$ cat config.mk
export PLATFORM = sky130hd
export DESIGN_NAME = rvCore
export DESIGN_NICKNAME = d
export VERILOG_FILES = /design/src/verilog/rvCorePkg.sv /design/src/verilog/instDecoder.sv /design/src/verilog/immGen.sv /design/src/verilog/regFile.sv /design/src/verilog/aluUnit.sv /design/src/verilog/nextPcUnit.sv /design/src/verilog/rvCore.sv
export SDC_FILE = /design/constraint.sdc
export NUM_CORES = 2
export LEC_CHECK = 0
export ABC_AREA = 1
export BUFFER_PORTS_ARGS = -buffer_cell sky130_fd_sc_hd__buf_2
export CAP_MARGIN = 25
export CORE_ASPECT_RATIO = 0.75
export CORE_MARGIN = 2
export CORE_UTILIZATION = 40
export CTS_CLUSTER_DIAMETER = 60
export CTS_CLUSTER_SIZE = 20
export DETAILED_ROUTE_END_ITERATION = 10
export GPL_ROUTABILITY_DRIVEN = 0
export PLACE_DENSITY = 0.57
export SKIP_CTS_REPAIR_TIMING = 1
export SLEW_MARGIN = 10
export SYNTH_ARGS = -nofsm -noshare
export SYNTH_HDL_FRONTEND = slang
export SYNTH_SLANG_ARGS = --single-unit
$ cat constraint.sdc
create_clock -name clk -period 20.4 [get_ports clk]
set_input_delay 4.08 -clock clk [delete_from_list [all_inputs] [get_ports clk]]
set_output_delay 4.08 -clock clk [all_outputs]
set_load 0.02 [all_outputs]
$ cat src/verilog/rvCorePkg.sv
`default_nettype none

package rvCorePkg;

    typedef logic [31:0] wordT;
    typedef logic [4:0]  regAddrT;

    // 000-I 001-U 010-S 011-B 100-J
    typedef enum logic [2:0] {
        immI = 3'b000,
        immU = 3'b001,
        immS = 3'b010,
        immB = 3'b011,
        immJ = 3'b100
    } immSelT;

    typedef enum logic [1:0] {
        aluAdd   = 2'b00,
        aluSub   = 2'b01,
        aluPassB = 2'b10,
        aluEq    = 2'b11
    } aluOpT;

    typedef enum logic [1:0] {
        bFromReg = 2'b00,
        bFromImm = 2'b01,
        bFour    = 2'b10
    } aluBSelT;

    typedef enum logic [2:0] {
        brNone = 3'b000,
        brJal  = 3'b001,
        brJalr = 3'b010,
        brEq   = 3'b011,
        brNe   = 3'b100
    } branchT;

    typedef struct packed {
        logic    regWrite;
        immSelT  immSel;
        logic    aluASel;   // 1-pc 0-rs1
        aluBSelT aluBSel;
        aluOpT   aluOp;
        branchT  branch;
    } ctrlT;

    typedef struct packed {
        logic    valid;
        regAddrT rd;
        wordT    data;
    } wbT;

endpackage

`default_nettype wire

$ cat src/verilog/instDecoder.sv
`default_nettype none

module instDecoder import rvCorePkg::*; (
    input  wire logic clk,
    input  wire logic rstN,
    input  wire wordT instr,
    output ctrlT      ctrl,
    output logic      regWe,
    output logic      halt
);

    typedef enum logic {
        running,
        halted
    } stateT;

    stateT state;
    logic [4:0] opKey;
    logic [2:0] funct3;
    logic [6:0] funct7;
    logic isEbreak;

    assign opKey  = instr[6:2];
    assign funct3 = instr[14:12];
    assign funct7 = instr[31:25];
    assign isEbreak = (instr == 32'h0010_0073);

    always_comb begin
        // unknown opcodes fall through as a no-op
        ctrl = '{regWrite: 1'b0, immSel: immI, aluASel: 1'b0,
                 aluBSel: bFromReg, aluOp: aluAdd, branch: brNone};
        case (opKey)
            5'b01101: begin  // lui
                ctrl.regWrite = 1'b1;
                ctrl.immSel   = immU;
                ctrl.aluBSel  = bFromImm;
                ctrl.aluOp    = aluPassB;
            end
            5'b00101: begin  // auipc
                ctrl.regWrite = 1'b1;
                ctrl.immSel   = immU;
                ctrl.aluASel  = 1'b1;
                ctrl.aluBSel  = bFromImm;
            end
            5'b11011: begin  // jal
                ctrl.regWrite = 1'b1;
                ctrl.immSel   = immJ;
                ctrl.aluASel  = 1'b1;
                ctrl.aluBSel  = bFour;
                ctrl.branch   = brJal;
            end
            5'b11001: begin
                if (funct3 == 3'b000) begin  // jalr
                    ctrl.regWrite = 1'b1;
                    ctrl.aluASel  = 1'b1;
                    ctrl.aluBSel  = bFour;
                    ctrl.branch   = brJalr;
                end
            end
            5'b00100: begin
                if (funct3 == 3'b000) begin  // addi
                    ctrl.regWrite = 1'b1;
                    ctrl.aluBSel  = bFromImm;
                end
            end
            5'b01100: begin
                if (funct3 == 3'b000 && funct7 == 7'b000_0000) begin
                    ctrl.regWrite = 1'b1;  // add
                end else if (funct3 == 3'b000 && funct7 == 7'b010_0000) begin
                    ctrl.regWrite = 1'b1;  // sub
                    ctrl.aluOp    = aluSub;
                end
            end
            5'b11000: begin
                ctrl.immSel = immB;
                ctrl.aluOp  = aluEq;
                if (funct3 == 3'b000) ctrl.branch = brEq;
                else if (funct3 == 3'b001) ctrl.branch = brNe;
            end
            default: ;
        endcase
    end

    // halt is sticky until reset
    always_ff @(posedge clk or negedge rstN) begin
        if (!rstN) begin
            state <= running;
        end else if (state == running && isEbreak) begin
            state <= halted;
        end
    end

    assign halt  = (state == halted);
    assign regWe = ctrl.regWrite && !halt && (instr[11:7] != 5'd0);  // x0 never written

endmodule

`default_nettype wire

$ cat src/verilog/immGen.sv
`default_nettype none

module immGen import rvCorePkg::*; (
    input  wire wordT   instr,
    input  wire immSelT immSel,
    output wordT        imm
);

    always_comb begin
        case (immSel)
            immI: imm = {{20{instr[31]}}, instr[31:20]};
            immU: imm = {instr[31:12], 12'd0};
            immB: begin
                imm = {{19{instr[31]}}, instr[31], instr[7],
                       instr[30:25], instr[11:8], 1'b0};
            end
            immJ: begin
                imm = {{11{instr[31]}}, instr[31], instr[19:12],
                       instr[20], instr[30:21], 1'b0};
            end
            default: imm = '0;
        endcase
    end

endmodule

`default_nettype wire

$ cat src/verilog/regFile.sv
`default_nettype none

module regFile import rvCorePkg::*; (
    input  wire logic    clk,
    input  wire logic    rstN,
    input  wire logic    we,
    input  wire regAddrT rs1,
    input  wire regAddrT rs2,
    input  wire regAddrT rd,
    input  wire wordT    wdata,
    output wordT         rs1Data,
    output wordT         rs2Data
);

    wordT regs [32];

    always_ff @(posedge clk or negedge rstN) begin
        if (!rstN) begin
            for (int i = 0; i < 32; i++) regs[i] <= '0;
        end else if (we && rd != 5'd0) begin
            regs[rd] <= wdata;
        end
    end

    // x0 reads as zero
    assign rs1Data = (rs1 == 5'd0) ? '0 : regs[rs1];
    assign rs2Data = (rs2 == 5'd0) ? '0 : regs[rs2];

endmodule

`default_nettype wire

$ cat src/verilog/aluUnit.sv
`default_nettype none

module aluUnit import rvCorePkg::*; (
    input  wire ctrlT ctrl,
    input  wire wordT pc,
    input  wire wordT rs1Data,
    input  wire wordT rs2Data,
    input  wire wordT imm,
    output wordT      result,
    output logic      equal
);

    wordT opA;
    wordT opB;

    assign opA = ctrl.aluASel ? pc : rs1Data;

    always_comb begin
        case (ctrl.aluBSel)
            bFromImm: opB = imm;
            bFour:    opB = 32'd4;  // link address
            default:  opB = rs2Data;
        endcase
    end

    assign equal = (rs1Data == rs2Data);

    always_comb begin
        case (ctrl.aluOp)
            aluSub:   result = opA - opB;
            aluPassB: result = opB;
            aluEq:    result = {31'd0, equal};
            default:  result = opA + opB;
        endcase
    end

endmodule

`default_nettype wire

$ cat src/verilog/nextPcUnit.sv
`default_nettype none

module nextPcUnit import rvCorePkg::*; #(
    parameter wordT resetPc = 32'h8000_0000
) (
    input  wire logic   clk,
    input  wire logic   rstN,
    input  wire branchT branch,
    input  wire logic   hold,
    input  wire logic   equal,
    input  wire wordT   imm,
    input  wire wordT   rs1Data,
    output wordT        pc
);

    wordT pcNext;
    wordT pcSeq;
    wordT pcRel;
    wordT jalrTarget;

    assign pcSeq      = pc + 32'd4;
    assign pcRel      = pc + imm;
    assign jalrTarget = (rs1Data + imm) & ~32'd1;  // bit 0 cleared per ISA

    always_comb begin
        case (branch)
            brJal:   pcNext = pcRel;
            brJalr:  pcNext = jalrTarget;
            brEq:    pcNext = equal ? pcRel : pcSeq;
            brNe:    pcNext = equal ? pcSeq : pcRel;
            default: pcNext = pcSeq;
        endcase
    end

    always_ff @(posedge clk or negedge rstN) begin
        if (!rstN) begin
            pc <= resetPc;
        end else if (!hold) begin
            pc <= pcNext;
        end
    end

endmodule

`default_nettype wire

$ cat src/verilog/rvCore.sv
`default_nettype none

module rvCore import rvCorePkg::*; #(
    parameter wordT resetPc = 32'h8000_0000
) (
    input  wire logic clk,
    input  wire logic rstN,
    input  wire wordT instr,
    output wordT      pc,
    output wbT        wb,
    output logic      halt
);

    ctrlT ctrl;
    logic regWe;
    regAddrT rs1, rs2, rd;
    wordT rs1Data, rs2Data;
    wordT imm;
    wordT result;
    logic equal;

    assign rs1 = instr[19:15];
    assign rs2 = instr[24:20];
    assign rd  = instr[11:7];

    instDecoder uDecoder (
        .clk, .rstN, .instr,
        .ctrl, .regWe, .halt
    );

    immGen uImmGen (.instr, .immSel(ctrl.immSel), .imm);

    regFile uRegFile (
        .clk, .rstN, .we(regWe),
        .rs1, .rs2, .rd,
        .wdata(result), .rs1Data, .rs2Data
    );

    aluUnit uAlu (
        .ctrl, .pc, .rs1Data, .rs2Data, .imm,
        .result, .equal
    );

    nextPcUnit #(.resetPc(resetPc)) uNextPc (
        .clk, .rstN, .branch(ctrl.branch),
        .hold(halt),  // pc freezes once halted
        .equal, .imm, .rs1Data, .pc
    );

    assign wb = '{valid: regWe, rd: rd, data: result};

endmodule

`default_nettype wire

==> results.ini <==
[floorplan]
ios = 105
dieArea_sq_um = 174000
std_cell_rows = 131
die_y_microns = 362
fp.dieW_microns = 482
core_area_sq_um = 170000
initial_core_util_pct = 40.3

[synth]
yosys_warnings = 0
synthArstFlopShare_pct = 100
syn-num-nets = 10600
yosys-top-cells-area = dfrtp_1 39%, nand2_1 21%, o21ai_0 9.6%
synth_seq_area_share_pct = 38.7
synthCells = 10400
synth_edf_count = 0
ys.flop_type = dfrtp_1
ys_types = 56
synth.avg_cell_area_sq_um = 6.56
yosys_register_bits = 1057
synth_area_leader_cell = dfrtp_1
synth_area_sq_um = 68400
synth.most_common_cell = nand2_1
synth_common_cells = 3,845 x nand2_1, 1,308 x o21ai_0, 1,056 x dfrtp_1
synth.top_cell.area_share_pct = 38.6

[timing]
fin_crit_ps = 15740
max_freq_mhz = 63.6
hold_viol = 0
setup_viol = 0
slew_violations = 0
period_share_pct = 77.1
fin_skew_ps = 50.8
maxSlewHeadroom_pct = 26.4
rsz0062_at_grt = no
tns_ps = 0
worstMarginPinSlew_ps = 1100

[grt]
grt_pass1_wl_mm = 454
grt_use_total_pct = 34.9
grt-ovfl-total = 0
antenna_found_initial = 18
grt_pass1_vias = 66100
grt_max_degree = 164

[setup_path]
path_common_cell = nand2_1
cpMaxStageDelayCell = buf_4
start_kind = input pin
worstSetupPathType = input pin to output pin
arrival_ps = 11660
worstPathRequired_ps = 16320
end_kind = output pin
path_max_fanout = 76
slowest_delay_ps = 560

[power]
power.density_nw_per_um2 = 77.3
p_total_uw = 5750
p_leak_uw = 0.0357
ir_worst_vdd_uv = 60.6

[run]
drv_cap = 0

[placement]
io_buffers = 104
hpwl_mm = 199

[clocking]
h-tree-depth = 3
cts_buffers = 95
clockRootBuffer = clkbuf_16
cts_buffer_depth = 3
clkLatencyLatePin_ps = 790
clock_sinks = 1057
path_clk_slew_ps = 70
cts_tree = done

[finish]
final_core_util_pct = 43.7
fill_cells = 17700
drive_above_1_share_pct = 5.93
syn_to_final_growth_pct = 8.58
nets = 10200

[min_path]
hp-class = register to register

[detailed_routing]
drt-initial-drc-count = 11600
first_pass_iters = 9
vias = 72600
vias_per_cell = 5.83
wl_per_cell_microns = 24.9
antenna_left = 0
drc = 0
drt-total-wl_mm = 310

[outcome]
status = finished, final reports clean

per-stage QoR:
step	hold slack (ps)	worst slack, ps	area, sq um	std cells
finish	384	4660	74300	12500
CTS	383	5050	74100	12400
floorplan	424	7830	68400	10400
detailed placement	363	5080	70600	12300
global route	389	4400	74300	12500
global placement	360	5070	70400	12300
cell type report:
type	instances	area (sq um)	share of cell area (%)
multi-input cells	7744	35600	48.0
flip-flops and latches	1057	26500	35.6
inverters	901	3410	4.58
well taps	2261	2830	3.81
clock buffers	104	2510	3.38
repair buffers	307	2460	3.31
clock inverters	74	1000	1.35
diodes	5	12.5	0.0168
worst max-delay path, delay by kind of cell:
family | cells | cell delay [ps]
xor+xnor | 1 | 190
simple gates | 17 | 2240
fa+ha+maj | 1 | 350
buf+inv | 7 | 2940
compound gates | 8 | 1490
metal layers:
metal / vias to the layer above / track usage, % / share of wire (%)
met5: - / 0 / 0.012
met4: 6 / 15.3 / 5.2
met3: 830 / 11.6 / 14
met2: 4785 / 48.2 / 39
met1: 34100 / 49.2 / 41
li1: 32900 / - / -
placed cells by master, fill, tap and decap left out, types with 12 or more instances in the layout:
cell | netlist | routed
a21oi_1 | 456 | 454
a31oi_1 | 14 | 14
buf_12 | 0 | 13
buf_2 | 217 | 97
buf_4 | 31 | 178
clkbuf_16 | 0 | 98
clkinv_1 | 26 | 26
dfrtp_1 | 1056 | 1056
ha_1 | 96 | 96
inv_1 | 855 | 853
inv_2 | 20 | 18
inv_6 | 0 | 17
inv_8 | 0 | 19
nand2_1 | 3845 | 3841
nand3_1 | 683 | 683
nand3b_1 | 12 | 12
nand4_1 | 70 | 70
nor2_1 | 609 | 605
nor3_1 | 42 | 24
nor3_2 | 7 | 21
nor4_1 | 12 | 12
o211ai_1 | 190 | 190
o21ai_0 | 1308 | 1308
o21ai_1 | 171 | 166
o22ai_1 | 23 | 19
or2_2 | 18 | 18
xnor2_1 | 25 | 25
xor2_1 | 59 | 59
sequential cells by signal, summed over array words and instances, names as in the netlist:
name and flops:
uNextPc.pc 32, uDecoder.halt 1, uRegFile.regs 1024
power breakdown:
group	internal, uW	leakage (uW)	total (uW)	switching [uW]
Sequential	2090	0.0130	2090	0
Combinational	320	0.0211	1570	1250
Clock	1060	0.00170	2080	1020
final timing paths:
kind / from / end / slack [ps] / cells after the start
hold / removal: uRegFile.regs[1018]$_DFFE_PN0P_ / uRegFile.regs[1018]$_DFFE_PN0P_ / 380 / 0
max in group asynchronous: rstN / uRegFile.regs[461]$_DFFE_PN0P_ / 14230 / 4
hold reg to reg: uRegFile.regs[1018]$_DFFE_PN0P_ / uRegFile.regs[1018]$_DFFE_PN0P_ / 380 / 0
setup / recovery: instr[20] / wb[22] / 4660 / 34
min in group asynchronous: rstN / uRegFile.regs[804]$_DFFE_PN0P_ / 3350 / 1
setup reg to reg: uRegFile.regs[576]$_DFFE_PN0P_ / uRegFile.regs[754]$_DFFE_PN0P_ / 14380 / 29
logic make-up after synthesis:
| logic type | synth area share, % |
|---|---|
| AO/OA/AOI/OAI | 17.5 |
| XOR/XNOR | 1.08 |
| adder cells (fa/ha/maj) | 1.84 |
| buffers and inverters | 9.79 |
| flip-flops | 38.7 |
| AND/OR/NAND/NOR | 31.2 |
No activity file was read; power rests on OpenSTA's default activity.
